===== config.mk =====
export PLATFORM = sky130hd
export DESIGN_NAME = node_name_decoder
export DESIGN_NICKNAME = d
export VERILOG_FILES = /design/src/hdl/graph_pkg.sv /design/src/hdl/node_name_decoder.sv
export SDC_FILE = /design/constraint.sdc
export NUM_CORES = 1
export LEC_CHECK = 0
export ABC_AREA = 0
export BUFFER_PORTS_ARGS = -buffer_cell sky130_fd_sc_hd__buf_2
export CAP_MARGIN = 20
export CORE_AREA = 8 8 68 70
export DETAILED_ROUTE_END_ITERATION = 10
export DIE_AREA = 0 0 76 78
export HOLD_SLACK_MARGIN = 0.06
export PLACE_DENSITY = 0.7
export SYNTH_ARGS = -nofsm -noshare
export SYNTH_HDL_FRONTEND = slang
export SYNTH_SLANG_ARGS = --single-unit

===== constraint.sdc =====
create_clock -name clk -period 4.8 [get_ports clk]
set_input_delay 1.44 -clock clk [delete_from_list [all_inputs] [get_ports clk]]
set_output_delay 1.44 -clock clk [all_outputs]
set_load 0.02 [all_outputs]

===== src/hdl/graph_pkg.sv =====
package graph_pkg;

    // node name encoding
    localparam int LETTER_WIDTH   = 5;
    localparam int NAME_LETTERS   = 3;
    localparam int NODE_STR_WIDTH = LETTER_WIDTH * NAME_LETTERS;
    localparam int LUT_DEPTH      = 2 ** NODE_STR_WIDTH;

    // index space
    localparam int MAX_NODES      = 1024;
    localparam int NODE_IDX_WIDTH = $clog2(MAX_NODES);

    // edge storage
    localparam int MAX_EDGES       = 2048;
    localparam int EDGE_ADDR_WIDTH = $clog2(MAX_EDGES);

    typedef logic [NODE_STR_WIDTH-1:0]  node_str_t;
    typedef logic [NODE_IDX_WIDTH-1:0]  node_idx_t;
    typedef logic [EDGE_ADDR_WIDTH-1:0] edge_addr_t;
    typedef logic [7:0]                 ascii_t;
    typedef logic [LETTER_WIDTH-1:0]    letter_t;

    // characters of the input grammar
    localparam ascii_t ASCII_A       = 8'h61;
    localparam ascii_t ASCII_Z       = 8'h7a;
    localparam ascii_t ASCII_COLON   = 8'h3a;
    localparam ascii_t ASCII_SPACE   = 8'h20;
    localparam ascii_t ASCII_NEWLINE = 8'h0a;

    // one name-to-index lookup entry
    typedef struct packed {
        logic      assigned;
        node_idx_t node_idx;
    } lut_entry_t;

    // one stored edge
    typedef struct packed {
        node_idx_t src;
        node_idx_t dst;
    } edge_t;

    // first letter sits in the low bits
    // "you" -> y=24, o=14, u=20
    localparam node_str_t START_NODE_STR = {5'd20, 5'd14, 5'd24};
    // "out" -> o=14, u=20, t=19
    localparam node_str_t END_NODE_STR   = {5'd19, 5'd20, 5'd14};

    typedef enum logic [1:0] {
        SRC_NAME,
        COLON_WAIT,
        DST_GAP,
        DST_NAME
    } decode_state_t;

endpackage


===== src/hdl/node_name_decoder.sv =====
`timescale 1ns/1ps
`default_nettype none

module node_name_decoder import graph_pkg::*; (
    input  logic      clk,
    input  logic      reset,
    input  logic      byte_valid,
    input  ascii_t    data_byte,
    input  logic      stream_end,
    output logic      src_node_str_valid,
    output node_str_t src_node_str,
    output logic      edge_str_valid,
    output node_str_t dst_node_str,
    output logic      decoding_done_str
);

    decode_state_t state;
    node_str_t     name_reg;
    logic [1:0]    letter_cnt;
    letter_t       letter_code;
    logic          is_letter;
    logic          is_colon;
    logic          is_space;
    logic          is_newline;
    logic          byte_legal;

    // byte classification
    always_comb begin
        is_letter   = (data_byte >= ASCII_A) && (data_byte <= ASCII_Z);
        is_colon    = (data_byte == ASCII_COLON);
        is_space    = (data_byte == ASCII_SPACE);
        is_newline  = (data_byte == ASCII_NEWLINE);
        letter_code = letter_t'(data_byte - ASCII_A);
    end

    // what the grammar allows in each state
    always_comb begin
        byte_legal = 1'b0;
        unique case (state)
            SRC_NAME:   byte_legal = is_letter;
            COLON_WAIT: byte_legal = is_colon;
            DST_GAP:    byte_legal = is_space;
            DST_NAME: begin
                if (is_letter) begin
                    byte_legal = (letter_cnt != 2'd3);
                end else begin
                    byte_legal = (is_space || is_newline) && (letter_cnt == 2'd3);
                end
            end
        endcase
    end

    always_ff @(posedge clk) begin
        if (reset) begin
            state              <= SRC_NAME;
            letter_cnt         <= '0;
            src_node_str_valid <= 1'b0;
            edge_str_valid     <= 1'b0;
            decoding_done_str  <= 1'b0;
        end else begin
            src_node_str_valid <= 1'b0;
            edge_str_valid     <= 1'b0;
            decoding_done_str  <= stream_end;
            if (byte_valid) begin
                unique case (state)
                    SRC_NAME: begin
                        if (is_letter) begin
                            // third letter completes the source name
                            if (letter_cnt == 2'd2) begin
                                letter_cnt <= '0;
                                state      <= COLON_WAIT;
                            end else begin
                                letter_cnt <= letter_cnt + 2'd1;
                            end
                        end
                    end
                    COLON_WAIT: begin
                        if (is_colon) begin
                            src_node_str_valid <= 1'b1;
                            state              <= DST_GAP;
                        end
                    end
                    DST_GAP: begin
                        if (is_space) begin
                            state <= DST_NAME;
                        end
                    end
                    DST_NAME: begin
                        if (is_letter) begin
                            letter_cnt <= letter_cnt + 2'd1;
                        end else if (is_space || is_newline) begin
                            edge_str_valid <= 1'b1;
                            letter_cnt     <= '0;
                            // end of line, next byte starts a source
                            if (is_newline) begin
                                state <= SRC_NAME;
                            end
                        end
                    end
                endcase
            end
        end
    end

    // shift in from the top so the first letter ends up in the low bits
    always_ff @(posedge clk) begin
        if (byte_valid && is_letter && (state == SRC_NAME || state == DST_NAME)) begin
            name_reg <= {letter_code, name_reg[NODE_STR_WIDTH-1:LETTER_WIDTH]};
        end
    end

    // name holds still for the strobe cycle, the next letter shifts at its end
    assign src_node_str = name_reg;
    assign dst_node_str = name_reg;

    a_byte_in_grammar: assert property (
        @(posedge clk) disable iff (reset) byte_valid |-> byte_legal
    ) else $error("byte 0x%02h does not fit the line grammar", data_byte);

endmodule

`default_nettype wire


==> results of run 1 <==
[worst paths after layout]
kind	startpoint	to	slack [ps]	cells past startpoint
setup reg to reg	state[1]$_SDFFE_PP0P_	state[0]$_SDFFE_PP0P_	3010	7
hold / removal	dst_node_str[5]$_DFFE_PP_	dst_node_str[0]$_DFFE_PP_	480	0
setup / recovery	data_byte[0]	dst_node_str[13]$_DFFE_PP_	1660	9
hold reg to reg	dst_node_str[5]$_DFFE_PP_	dst_node_str[0]$_DFFE_PP_	480	0
[power groups by stage]
stage / clock network (mW) / logic [mW] / registers (mW)
global placement: 0 / 0.0349 / 0.211
CTS: 0.142 / 0.0361 / 0.207
floorplan: 0 / 0.0205 / 0.214
global route: 0.152 / 0.0401 / 0.208
detailed placement: 0 / 0.0361 / 0.211
finish: 0.139 / 0.0362 / 0.207
[area by class of cell]
type,instances,area share
multi-input combinational,60,0.337
clock inverter,1,0.0206
inverter,9,0.0232
timing repair buffer,45,0.156
clock buffer,3,0.0155
tap,48,0.0413
sequential,22,0.406
[cells by family after synthesis]
kind of cell | Yosys count | synth area share
simple gates | 31 | 0.162
xor+xnor | 3 | 0.0213
mux | 1 | 0.00811
compound gates | 13 | 0.0841
flops | 22 | 0.478
buf+inv | 26 | 0.125
fa+ha+maj | 12 | 0.122
[placed cells by master (no fill, tap or decap), types with 3 or more instances in the layout]
| cell | n |
|---|---|
| sky130_fd_sc_hd__dfxtp_1 | 7 |
| sky130_fd_sc_hd__ha_1 | 12 |
| sky130_fd_sc_hd__nor3_1 | 4 |
| sky130_fd_sc_hd__clkbuf_4 | 3 |
| sky130_fd_sc_hd__edfxtp_1 | 15 |
| sky130_fd_sc_hd__nand2b_1 | 4 |
| sky130_fd_sc_hd__nand3_1 | 3 |
| sky130_fd_sc_hd__inv_1 | 9 |
| sky130_fd_sc_hd__buf_2 | 44 |
| sky130_fd_sc_hd__nand2_1 | 3 |
| sky130_fd_sc_hd__nor2_1 | 4 |
[metrics by stage]
step | utilization | std cells | hold WS, ps
global route | 0.410 | 188 | 496
finish | 0.410 | 188 | 476
CTS | 0.408 | 187 | 481
floorplan | - | 108 | 482
global placement | 0.393 | 183 | 444
detailed placement | 0.393 | 183 | 452
[flip-flops by register name, indices dropped and copies added (netlist names)]
signal,cells
state,2
letter_cnt,2
edge_str_valid,1
src_node_str_valid,1
decoding_done_str,1
dst_node_str,15
[per-layer routing]
metal | vias to the layer above | part of all wire | wire length (um)
met2 | 29 | 0.51 | 1260
met4 | 0 | 0.014 | 33
met1 | 401 | 0.36 | 870
met3 | 5 | 0.11 | 280
met5 | - | 0 | 0
li1 | 433 | - | -
[critical path, stage by stage]
cell and delay, ps:
sky130_fd_sc_hd__buf_2 110, sky130_fd_sc_hd__inv_1 130, sky130_fd_sc_hd__ha_1 210, sky130_fd_sc_hd__or3b_4 390, sky130_fd_sc_hd__or3_4 340, sky130_fd_sc_hd__and4_1 230
sky130_fd_sc_hd__nand2_1 70, sky130_fd_sc_hd__nor2_1 70, sky130_fd_sc_hd__buf_4 200
==> results.env, run 1 <==
CAP_VIOL_MAX_COUNT=0
YS.WARNINGS.COUNT=0
GRT.BUSIEST_LAYER='met2'
FINAL.MIN_CLOCK_PERIOD_PS=3140
COMB_POWER_SHARE=0.095
CRIT_PATH_END_KIND='flip-flop'
POWER.STATIC_LEAKAGE_nW=0.611
OUTCOME='complete, no violations'
DP_AREA_SQ_UM=1400
POSTCTSSETUPBUFFERS=0
ROOT_BUFFER='sky130_fd_sc_hd__clkbuf_4'
NNETSFINAL=165
CTS_RESIZED=0
DETAIL-ROUTE-ANTENNA-NETS=0
SYNTH_ENABLE_FLOP_CELLS=15
GLOBALROUTEMET1UTIL=0.0801
CLOCK_SINK_COUNT=22
YOSYSUNIQUECELLTYPES=35
GLOBAL_ROUTE_WIRE_LENGTH_BEFORE_REPAIR_UM=4170
MAX-SLEW-MARGIN-REL=0.764
NET-SWITCHING-POWER_uW=77.8
MULTIINPUTGATEAREA_SQ_UM=490
SYNTH_AREA_SQ_UM=1230
DETAILROUTE.VIA_COUNT=868
WORST_HOLD_PATH_TYPE='flip-flop to flip-flop'
FLOPS_LATCHES_SYNTH=22
NETSWITCHINGFRACTION=0.204
WORSTSETUPSTARTPOINTTYPE='input port'
SYNTH-ASYNC-RESET-RATIO=0
CLOCK_TREE.HTREE_LEVEL_COUNT=1
CORE_REGION_AREA_SQ_UM=3550
GLOBALROUTEOVERFLOWTOTAL=0
PEAKVDDDROP_uV=80.1
SYNTH.LARGEST_AREA_CELL='sky130_fd_sc_hd__edfxtp_1'
DIEAREA_SQ_UM=5930
N_ANTENNA_CELL=0
DIE_WIDTH_UM=76
PIN_COUNT=45
YS_TOP_CELLS_BY_AREA='sky130_fd_sc_hd__edfxtp_1, sky130_fd_sc_hd__ha_1, sky130_fd_sc_hd__dfxtp_1, sky130_fd_sc_hd__buf_4, sky130_fd_sc_hd__inv_1'
FINAL-SEQ-AREA_SQ_UM=591
CLKPWRFRAC=0.363
GROUTE.USAGE.OVERALL=0.0846
CTS_MAX_PATH_BUFFERS=2
DP.FINAL_HPWL_UM=2070
START_UTIL=0.348
SYNTH_CELLS=108
POWER.INTERNAL_uW=304
POST_SYNTH_MOST_FREQUENT_CELLS='sky130_fd_sc_hd__buf_4, sky130_fd_sc_hd__edfxtp_1, sky130_fd_sc_hd__ha_1'
CLOCK_INSERTION_DELAY_WORST_SKEW_PS=310
GRT_SETUP_UNREPAIRED='no'
CRITPATHREQUIREDTIME_PS=4870
ROWS=22
CLK_PIN_SLEW_PS=110
LAYOUT.FILLER_CELLS=354
FINAL-HOLD-VIOLATION-COUNT=0
GLOBAL_ROUTE.USAGE.MET3=0.0449
FINAL_DESIGN_AREA_NO_FILL_SQ_UM=1460
SYNTH.YOSYS.SEQ_AREA_SHARE=0.478
SYN_AREA_PER_CELL_SQ_UM=11.4
SYN_NETS=132
DRT-INITIAL-DRC-COUNT=51
TRITONCTS='yes'
POSTCTSHOLDBUFS=0
CRITICAL_PATH_ARRIVAL_PS=3210
POWER.SHARE.SEQUENTIAL=0.542
CELLPOWERDENSITY_nW_PER_UM2=262
MAX_FANOUT_ON_CRITICAL_PATH=13
SETUP_VIOL=0
PORT_BUFFERS=44
PLACE.GP.CONGESTION=0.721
FIN_TOTAL_PWR_uW=382
SYNTHDOMINANTCELLAREASHARE=0.365
SETUP_TNS_PS=0
POSTLAYOUTSETUPSLACKWORST_PS=1660
GR-USAGE-MET2=0.150
CTS_MADE_BUFFERS=3
NUMBER_OF_ANTENNA_VIOLATIONS_AT_THE_FIRST_CHECK_IN_GLOBAL_ROUTING=0
TIMING.FINAL.MAX_SLEW_VIOLATIONS=0
POST_DRT_VIA_CELL_RATIO=4.62
CLOCK.FMAX_MHz=319
WORST_CLOCK_SKEW_PS=5.91
GRT_PASS1_VIAS=915
DRT-WIRELENGTH-PER-CELL_UM=13.0
SYNTH_FLOP_CELL='sky130_fd_sc_hd__edfxtp_1'
REMAINING_DRC_ERRORS=0
TIGHTESTPINTRANSITION_PS=352
SETUP.WORST_PATH.CLASS='input port to flip-flop'
DRT_WL_TOTAL_UM=2440
RATIO_OF_CELLS_WITH_DRIVE_ABOVE_1_IN_THE_FINAL_LAYOUT=0.379
FINAL_CYCLE_UTILIZATION_OF_THE_CRITICAL_PATH=0.654
DETAILEDROUTE.FIRSTPASSITERATIONCOUNT=4
DIE_HEIGHT_UM=78
LAYOUT-AREA-OVERHEAD-VS-SYNTH_PCT=17.8
PLACE_WS_PS=988
MAXIMUM_NUMBER_OF_PINS_ON_ONE_NET_BEFORE_GLOBAL_ROUTE_REPAIR=16
Power figures use the tool's default switching activity.
==> inputs of run 2 (changes only) <==
--- a/config.mk
+++ b/config.mk
@@ -12,7 +12,7 @@
 export DETAILED_ROUTE_END_ITERATION = 10
 export DIE_AREA = 0 0 76 78
 export HOLD_SLACK_MARGIN = 0.06
-export PLACE_DENSITY = 0.7
+export PLACE_DENSITY = 0.72
 export SYNTH_ARGS = -nofsm -noshare
 export SYNTH_HDL_FRONTEND = slang
 export SYNTH_SLANG_ARGS = --single-unit
==> constraint.sdc (replaced) <==
create_clock -name clk -period 2.75 [get_ports clk]
set_input_delay 0.825 -clock clk [delete_from_list [all_inputs] [get_ports clk]]
set_output_delay 0.825 -clock clk [all_outputs]
set_load 0.02 [all_outputs]
==> run 2 against run 1 <==
Sequential power rose by 74%. Total power grew 78%. Clock power increased by 76%. Hold slack gained 6.3 ps. Non-clock buffer count increased by 11. Via count is 7.1% higher. Worst setup slack got worse by 1400 ps. Critical path type unchanged. Largest power group unchanged. Highest routed layer unchanged.
==> results.env, run 2 (synthesis results as in run 1) <==
POWER.STATIC_LEAKAGE_nW=0.664  # +8.6%
NUMPLACEDINSTANCES=194  # +6.0%
FINALHOLDWORSTSLACK_PS=482  # +6.28 ps
FINALNONFILLERCELLS=199  # +5.9%
CLOCK.FMAX_MHz=407
LARGEST_REGISTER_FFS=15  # unchanged
TRITONCTS='yes'
FINAL_DESIGN_AREA_NO_FILL_SQ_UM=1540  # +5.7%
CAP_VIOL_MAX_COUNT=0  # unchanged
GLOBAL_ROUTE_WIRE_LENGTH_BEFORE_REPAIR_UM=4450  # +6.6%
DIE_WIDTH_UM=76  # unchanged
FINALCOREUTILIZATION=0.433  # +0.0233
ROOT_BUFFER='sky130_fd_sc_hd__clkbuf_4'
TIMING.CRITICAL_PATH.BUF_INV=3  # unchanged
WORST_PATH_MAX_DELAY_CELL='sky130_fd_sc_hd__nor2_1'
FINAL.MIN_CLOCK_PERIOD_PS=2460
CRITICAL_PATH.CELL_CHAIN='buf_2 > inv_1 > ha_1 > nor2b_1 > o2111ai_1 > and4_1 > nand2_1 > nor2_1 > buf_4'
CRITPATHREQUIREDTIME_PS=2780  # -2090 ps
CORE_REGION_AREA_SQ_UM=3550  # unchanged
OUTCOME='complete, no violations'
MAX-SLEW-MARGIN-REL=0.644  # -0.120
DETAILEDROUTE.FIRSTPASSITERATIONCOUNT=4  # unchanged
CELLPOWERDENSITY_nW_PER_UM2=442  # +69%
RATIO_OF_CELLS_WITH_DRIVE_ABOVE_1_IN_THE_FINAL_LAYOUT=0.424  # +0.0453
CRIT_PATH_END_KIND='flip-flop'
POSTCTSHOLDBUFS=0  # unchanged
MAX_FANOUT_ON_CRITICAL_PATH=9  # -4
DIEAREA_SQ_UM=5930  # unchanged
DETAILROUTE.VIA_COUNT=930  # +7.1%
DIE_HEIGHT_UM=78  # unchanged
CLK_PIN_SLEW_PS=120  # about the same
NNETSFINAL=176  # +6.7%
CLOCK_INSERTION_DELAY_WORST_SKEW_PS=310  # about the same
CTS_MADE_BUFFERS=3  # unchanged
TIMING.FINAL.MAX_SLEW_VIOLATIONS=0  # unchanged
LAYOUT-AREA-OVERHEAD-VS-SYNTH_PCT=24.5
TIGHTESTPINTRANSITION_PS=532  # +180 ps
MAXIMUM_NUMBER_OF_PINS_ON_ONE_NET_BEFORE_GLOBAL_ROUTE_REPAIR=16  # unchanged
NETSWITCHINGFRACTION=0.208  # +0.00450
LAYOUT.CELLS.MOST_COMMON_LIST='sky130_fd_sc_hd__buf_2, sky130_fd_sc_hd__edfxtp_1, sky130_fd_sc_hd__ha_1, sky130_fd_sc_hd__buf_4, sky130_fd_sc_hd__inv_1'
LAYOUT_COMMONEST_CELL='sky130_fd_sc_hd__buf_2'
START_UTIL=0.348  # unchanged
GRT_PASS1_VIAS=976  # +6.7%
GROUTE.USAGE.OVERALL=0.0894  # +0.00485
POST_DRT_VIA_CELL_RATIO=4.67  # +1.2%
GRT_SETUP_UNREPAIRED='no'
CTS_RESIZED=0  # unchanged
POSTCTSSETUPBUFFERS=0  # unchanged
PATH_DELAY_FAMILY='simple AND/OR/NAND/NOR gates'
NET-SWITCHING-POWER_uW=142  # +82%
DETAIL-ROUTE-ANTENNA-NETS=0  # unchanged
CRITICAL_PATH_ARRIVAL_PS=2490  # -720 ps
CLOCK_TREE.HTREE_LEVEL_COUNT=1  # unchanged
PLACE.GP.CONGESTION=0.813  # +13%
COMB_POWER_SHARE=0.108  # +0.013
DP_AREA_SQ_UM=1480  # +5.9%
DRT-WIRELENGTH-PER-CELL_UM=13.3  # +2.1%
ROWS=22  # unchanged
SETUP.WORST_PATH.CLASS='input port to flip-flop'
FINAL-HOLD-VIOLATION-COUNT=0  # unchanged
WORST_CLOCK_SKEW_PS=1.09  # -4.82 ps
PORT_BUFFERS=44  # unchanged
CLKPWRFRAC=0.361  # -0.002
CLOCK_SINK_COUNT=22  # unchanged
PEAKVDDDROP_uV=150  # +87%
NUMBER_OF_ANTENNA_VIOLATIONS_AT_THE_FIRST_CHECK_IN_GLOBAL_ROUTING=0  # unchanged
N_ANTENNA_CELL=0  # unchanged
DRT_WL_TOTAL_UM=2640  # +8.1%
WORST_STAGE_DELAY_ON_THE_CRITICAL_PATH_PS=410  # +20 ps
FINAL_CYCLE_UTILIZATION_OF_THE_CRITICAL_PATH=0.893
PIN_COUNT=45  # unchanged
SETUP_VIOL=0  # unchanged
WORSTSETUPSTARTPOINTTYPE='input port'
POWER.SHARE.SEQUENTIAL=0.531  # -0.011
REMAINING_DRC_ERRORS=0  # unchanged
CTS_MAX_PATH_BUFFERS=2  # unchanged
DRT-INITIAL-DRC-COUNT=54  # +5.9%
GLOBALROUTEOVERFLOWTOTAL=0  # unchanged
DP.FINAL_HPWL_UM=2180  # +5.2%
WORST_HOLD_PATH_TYPE='flip-flop to flip-flop'
POWER.INTERNAL_uW=538  # +77%
==> run 2: cell types whose count changed in the layout (fill, tap and decap cells not counted) <==
cell                    delta
sky130_fd_sc_hd__buf_4    +11
==> run 2: path summary, 6_finish.rpt <==
path | from | end | slack, ps | depth (start not counted)
min | dst_node_str[8]$_DFFE_PP_ | dst_node_str[3]$_DFFE_PP_ | 480 | 0
max reg2reg | state[0]$_SDFFE_PP0P_ | state[0]$_SDFFE_PP0P_ | 890 | 7
max | data_byte[0] | dst_node_str[12]$_DFFE_PP_ | 290 | 9
min reg2reg | dst_node_str[8]$_DFFE_PP_ | dst_node_str[3]$_DFFE_PP_ | 480 | 0
==> run 2: metal layers <==
| metal | track usage | vias up | wire length [um] |
|---|---|---|---|
| li1 | - | 457 | - |
| met1 | 0.0917 | 428 | 1060 |
| met2 | 0.150 | 41 | 1260 |
| met3 | 0.0449 | 4 | 286 |
| met4 | 0.0412 | 0 | 36 |
| met5 | 0 | - | 0 |
==> run 2: stage by stage <==
stage / TNS, ps / total power [mW] / setup slack [ps]
final: 0 / 0.680 / 293
after global routing: 0 / 0.706 / 124
after CTS: 0 / 0.686 / 20.9
after detailed placement: -4820 / 0.443 / -318
after global placement: -2890 / 0.439 / -193
after floorplan: 0 / 0.410 / 4.27
==> run 2: layout make-up <==
cell class / instances / area (sq um)
multi-input cells: 60 / 490
fillers: 344 / 2010
clock buffers: 3 / 22.5
inverters: 9 / 33.8
flip-flops and latches: 22 / 591
repair buffers: 56 / 310
well taps: 48 / 60.1
clock inverters: 1 / 30.0
==> run 2: power by group through the flow <==
stage,clock [mW],sequential (mW),combinational [mW]
2_1_floorplan,0,0.374,0.0358
3_3_place_gp,0,0.369,0.0701
3_5_place_dp,0,0.369,0.0734
4_1_cts,0.251,0.362,0.0736
5_1_grt,0.263,0.362,0.0807
6_report,0.245,0.361,0.0734
==> run 2: worst reg2reg max path, cell delays in order (launching register included) <==
cell and delay, ps:
sky130_fd_sc_hd__dfxtp_1 380, sky130_fd_sc_hd__inv_1 100, sky130_fd_sc_hd__ha_1 280, sky130_fd_sc_hd__inv_1 70, sky130_fd_sc_hd__o21ai_0 80, sky130_fd_sc_hd__a2111o_1 410
sky130_fd_sc_hd__a2111o_1 400, sky130_fd_sc_hd__o31ai_1 70
==> inputs of run 3 (changes only) <==
--- a/config.mk
+++ b/config.mk
@@ -13,6 +13,7 @@
 export DIE_AREA = 0 0 76 78
 export HOLD_SLACK_MARGIN = 0.06
 export PLACE_DENSITY = 0.72
+export REMOVE_ABC_BUFFERS = 1
 export SYNTH_ARGS = -nofsm -noshare
 export SYNTH_HDL_FRONTEND = slang
 export SYNTH_SLANG_ARGS = --single-unit
==> run 3 against run 2 <==
Utilization fell by 0.21 points. Combinational power fell by 2%. Sequential share of layout area rose by 0.19 points. Worst setup slack got worse by 21 ps. Die area did not move. Design area fell by 0.49%. Clock skew rose by 0.85 ps. Global-route usage fell by 0.32 points. First-iteration DRC count rose by 1.9%. Largest cell class unchanged. Critical path depth did not move. Fmax fell by 0.86%. Clock-buffer cell count did not move.
==> results.env, run 3 (synthesis results as in run 1) <==
CLOCK_TREE.HTREE_LEVEL_COUNT=1  # unchanged
POWER.INTERNAL_uW=537  # -0.16%
CRITPATHREQUIREDTIME_PS=2960  # +180 ps
SETUP.WORST_PATH.CLASS='input port to flip-flop'
CLOCK.FMAX_MHz=404  # -0.86%
POSTCTSSETUPBUFFERS=0  # unchanged
CAP_VIOL_MAX_COUNT=0  # unchanged
GLOBAL_ROUTE_WIRE_LENGTH_BEFORE_REPAIR_UM=4260  # -4.3%
GLOBALROUTEOVERFLOWTOTAL=0  # unchanged
SETUP_VIOL=0  # unchanged
N_ANTENNA_CELL=0  # unchanged
TIMING.FINAL.MAX_SLEW_VIOLATIONS=0  # unchanged
REMAINING_DRC_ERRORS=0  # unchanged
NUMBER_OF_ANTENNA_VIOLATIONS_AT_THE_FIRST_CHECK_IN_GLOBAL_ROUTING=0  # unchanged
LAYOUT.CELLS.MOST_COMMON_LIST='sky130_fd_sc_hd__buf_2, sky130_fd_sc_hd__edfxtp_1, sky130_fd_sc_hd__ha_1'
RATIO_OF_CELLS_WITH_DRIVE_ABOVE_1_IN_THE_FINAL_LAYOUT=0.420  # -0.00384
WORSTSETUPSTARTPOINTTYPE='input port'
ROOT_BUFFER='sky130_fd_sc_hd__clkbuf_4'
COMB_POWER_SHARE=0.107  # about the same
CRITICAL_PATH.CELL_CHAIN='buf_2 > inv_1 > ha_1 > or3b_4 > or3_4 > buf_4 > and3_4 > or2_1 > a311oi_1'
TRITONCTS='yes'
PLACE.GP.CONGESTION=0.826  # +1.7%
POSTCTSHOLDBUFS=0  # unchanged
PORT_BUFFERS=44  # unchanged
LAYOUT-AREA-OVERHEAD-VS-SYNTH_PCT=23.9
PEAKVDDDROP_uV=233  # +55%
FIN_TOTAL_PWR_uW=675  # -0.69%
FINALCOREUTILIZATION=0.431  # -0.00211
WORST_CLOCK_SKEW_PS=1.95  # +0.853 ps
FINAL.MIN_CLOCK_PERIOD_PS=2480  # +21.3 ps
START_UTIL=0.348  # unchanged
MAXIMUM_NUMBER_OF_PINS_ON_ONE_NET_BEFORE_GLOBAL_ROUTE_REPAIR=16  # unchanged
CORE_REGION_AREA_SQ_UM=3550  # unchanged
WORST_PATH_MAX_DELAY_CELL='sky130_fd_sc_hd__or3b_4'
DIE_HEIGHT_UM=78  # unchanged
FINAL_CYCLE_UTILIZATION_OF_THE_CRITICAL_PATH=0.901  # +0.00776
POST_DRT_VIA_CELL_RATIO=4.63  # -1.0%
DETAILEDROUTE.FIRSTPASSITERATIONCOUNT=2  # -2
WORST_STAGE_DELAY_ON_THE_CRITICAL_PATH_PS=380  # -30 ps
CLOCK_SINK_COUNT=22  # unchanged
CLKPWRFRAC=0.358  # -0.003
CLOCK_INSERTION_DELAY_WORST_SKEW_PS=300  # about the same
POWER.STATIC_LEAKAGE_nW=0.659  # -0.72%
DIEAREA_SQ_UM=5930  # unchanged
DP.FINAL_HPWL_UM=2170  # -0.36%
CRITICAL_PATH_ARRIVAL_PS=2690  # +200 ps
GROUTE.USAGE.OVERALL=0.0863  # -0.00316
GRT_SETUP_UNREPAIRED='no'
GRT_PASS1_VIAS=972  # -0.41%
DRT_WL_TOTAL_UM=2560  # -2.8%
FINAL-HOLD-VIOLATION-COUNT=0  # unchanged
CTS_RESIZED=0  # unchanged
WORST_HOLD_PATH_TYPE='flip-flop to flip-flop'
NETSWITCHINGFRACTION=0.204  # -0.00421
CTS_MADE_BUFFERS=3  # unchanged
PIN_COUNT=45  # unchanged
OUTCOME='complete, no violations'
CRIT_PATH_END_KIND='flip-flop'
DRT-INITIAL-DRC-COUNT=55  # +1.9%
DRT-WIRELENGTH-PER-CELL_UM=12.9  # -2.3%
LARGEST_REGISTER_FFS=15  # unchanged
NNETSFINAL=175  # -0.57%
CELLPOWERDENSITY_nW_PER_UM2=441  # -0.21%
MAX_FANOUT_ON_CRITICAL_PATH=3  # -6
LAYOUT.FILLER_CELLS=343  # -0.29%
MAX-SLEW-MARGIN-REL=0.718  # +0.0737
TIGHTESTPINTRANSITION_PS=421  # -111 ps
NET-SWITCHING-POWER_uW=138  # -2.7%
LAYOUT_COMMONEST_CELL='sky130_fd_sc_hd__buf_2'
DIE_WIDTH_UM=76  # unchanged
DETAIL-ROUTE-ANTENNA-NETS=0  # unchanged
CLK_PIN_SLEW_PS=120  # about the same
DETAILROUTE.VIA_COUNT=916  # -1.5%
ROWS=22  # unchanged
FINALHOLDWORSTSLACK_PS=480  # -2.12 ps
POWER.SHARE.SEQUENTIAL=0.535  # +0.004
CTS_MAX_PATH_BUFFERS=2  # unchanged
## run 3: cell count changes in the layout (fill, tap and decap cells not counted)
| cell | previous run | this run |
|---|---|---|
| sky130_fd_sc_hd__buf_4 | 12 | 11 |
## run 3: metrics by stage
| stage | instance area (sq um) | setup WS, ps | TNS (ps) | std cells |
|---|---|---|---|---|
| finish | 1530 | 272 | 0 | 198 |
| global route | 1530 | 164 | 0 | 198 |
| CTS | 1520 | 39.7 | 0 | 197 |
| detailed placement | 1470 | -305 | -4650 | 193 |
| global placement | 1470 | -207 | -3100 | 193 |
| floorplan | 1110 | 4.93 | 0 | 91 |
## run 3: final timing paths
kind	start	endpoint	slack, ps	depth (start not counted)
max	data_byte[0]	letter_cnt[0]$_SDFFE_PP0P_	270	9
min	dst_node_str[5]$_DFFE_PP_	dst_node_str[0]$_DFFE_PP_	480	0
max reg2reg	state[1]$_SDFFE_PP0P_	state[0]$_SDFFE_PP0P_	850	7
min reg2reg	dst_node_str[5]$_DFFE_PP_	dst_node_str[0]$_DFFE_PP_	480	0
## run 3: metal layers
metal | global-route usage | share of wire | vias to the layer above
met4 | 0.0529 | 0.028 | 0
met5 | 0 | 0 | -
met3 | 0.0415 | 0.11 | 6
met1 | 0.0862 | 0.40 | 416
li1 | - | - | 455
met2 | 0.143 | 0.46 | 39
## run 3: power groups by stage
stage / logic, mW / clock network, mW / registers (mW)
CTS: 0.0720 / 0.249 / 0.362
finish: 0.0720 / 0.242 / 0.361
detailed placement: 0.0717 / 0 / 0.369
floorplan: 0.0236 / 0 / 0.379
global route: 0.0792 / 0.257 / 0.362
global placement: 0.0694 / 0 / 0.369
## run 3: critical path, delay by kind of cell
| family | cells | cell delay (ps) |
|---|---|---|
| compound gates | 1 | 250 |
| buf+inv | 3 | 340 |
| fa+ha+maj | 1 | 170 |
| simple gates | 4 | 1110 |
## run 3: layout make-up
type / instances / area [sq um] / share of cell area
clock inverter: 1 / 30.0 / 0.0196
sequential: 22 / 591 / 0.386
tap: 48 / 60.1 / 0.0392
inverter: 9 / 33.8 / 0.0221
clock buffer: 3 / 22.5 / 0.0147
multi-input combinational: 60 / 490 / 0.321
timing repair buffer: 55 / 303 / 0.198
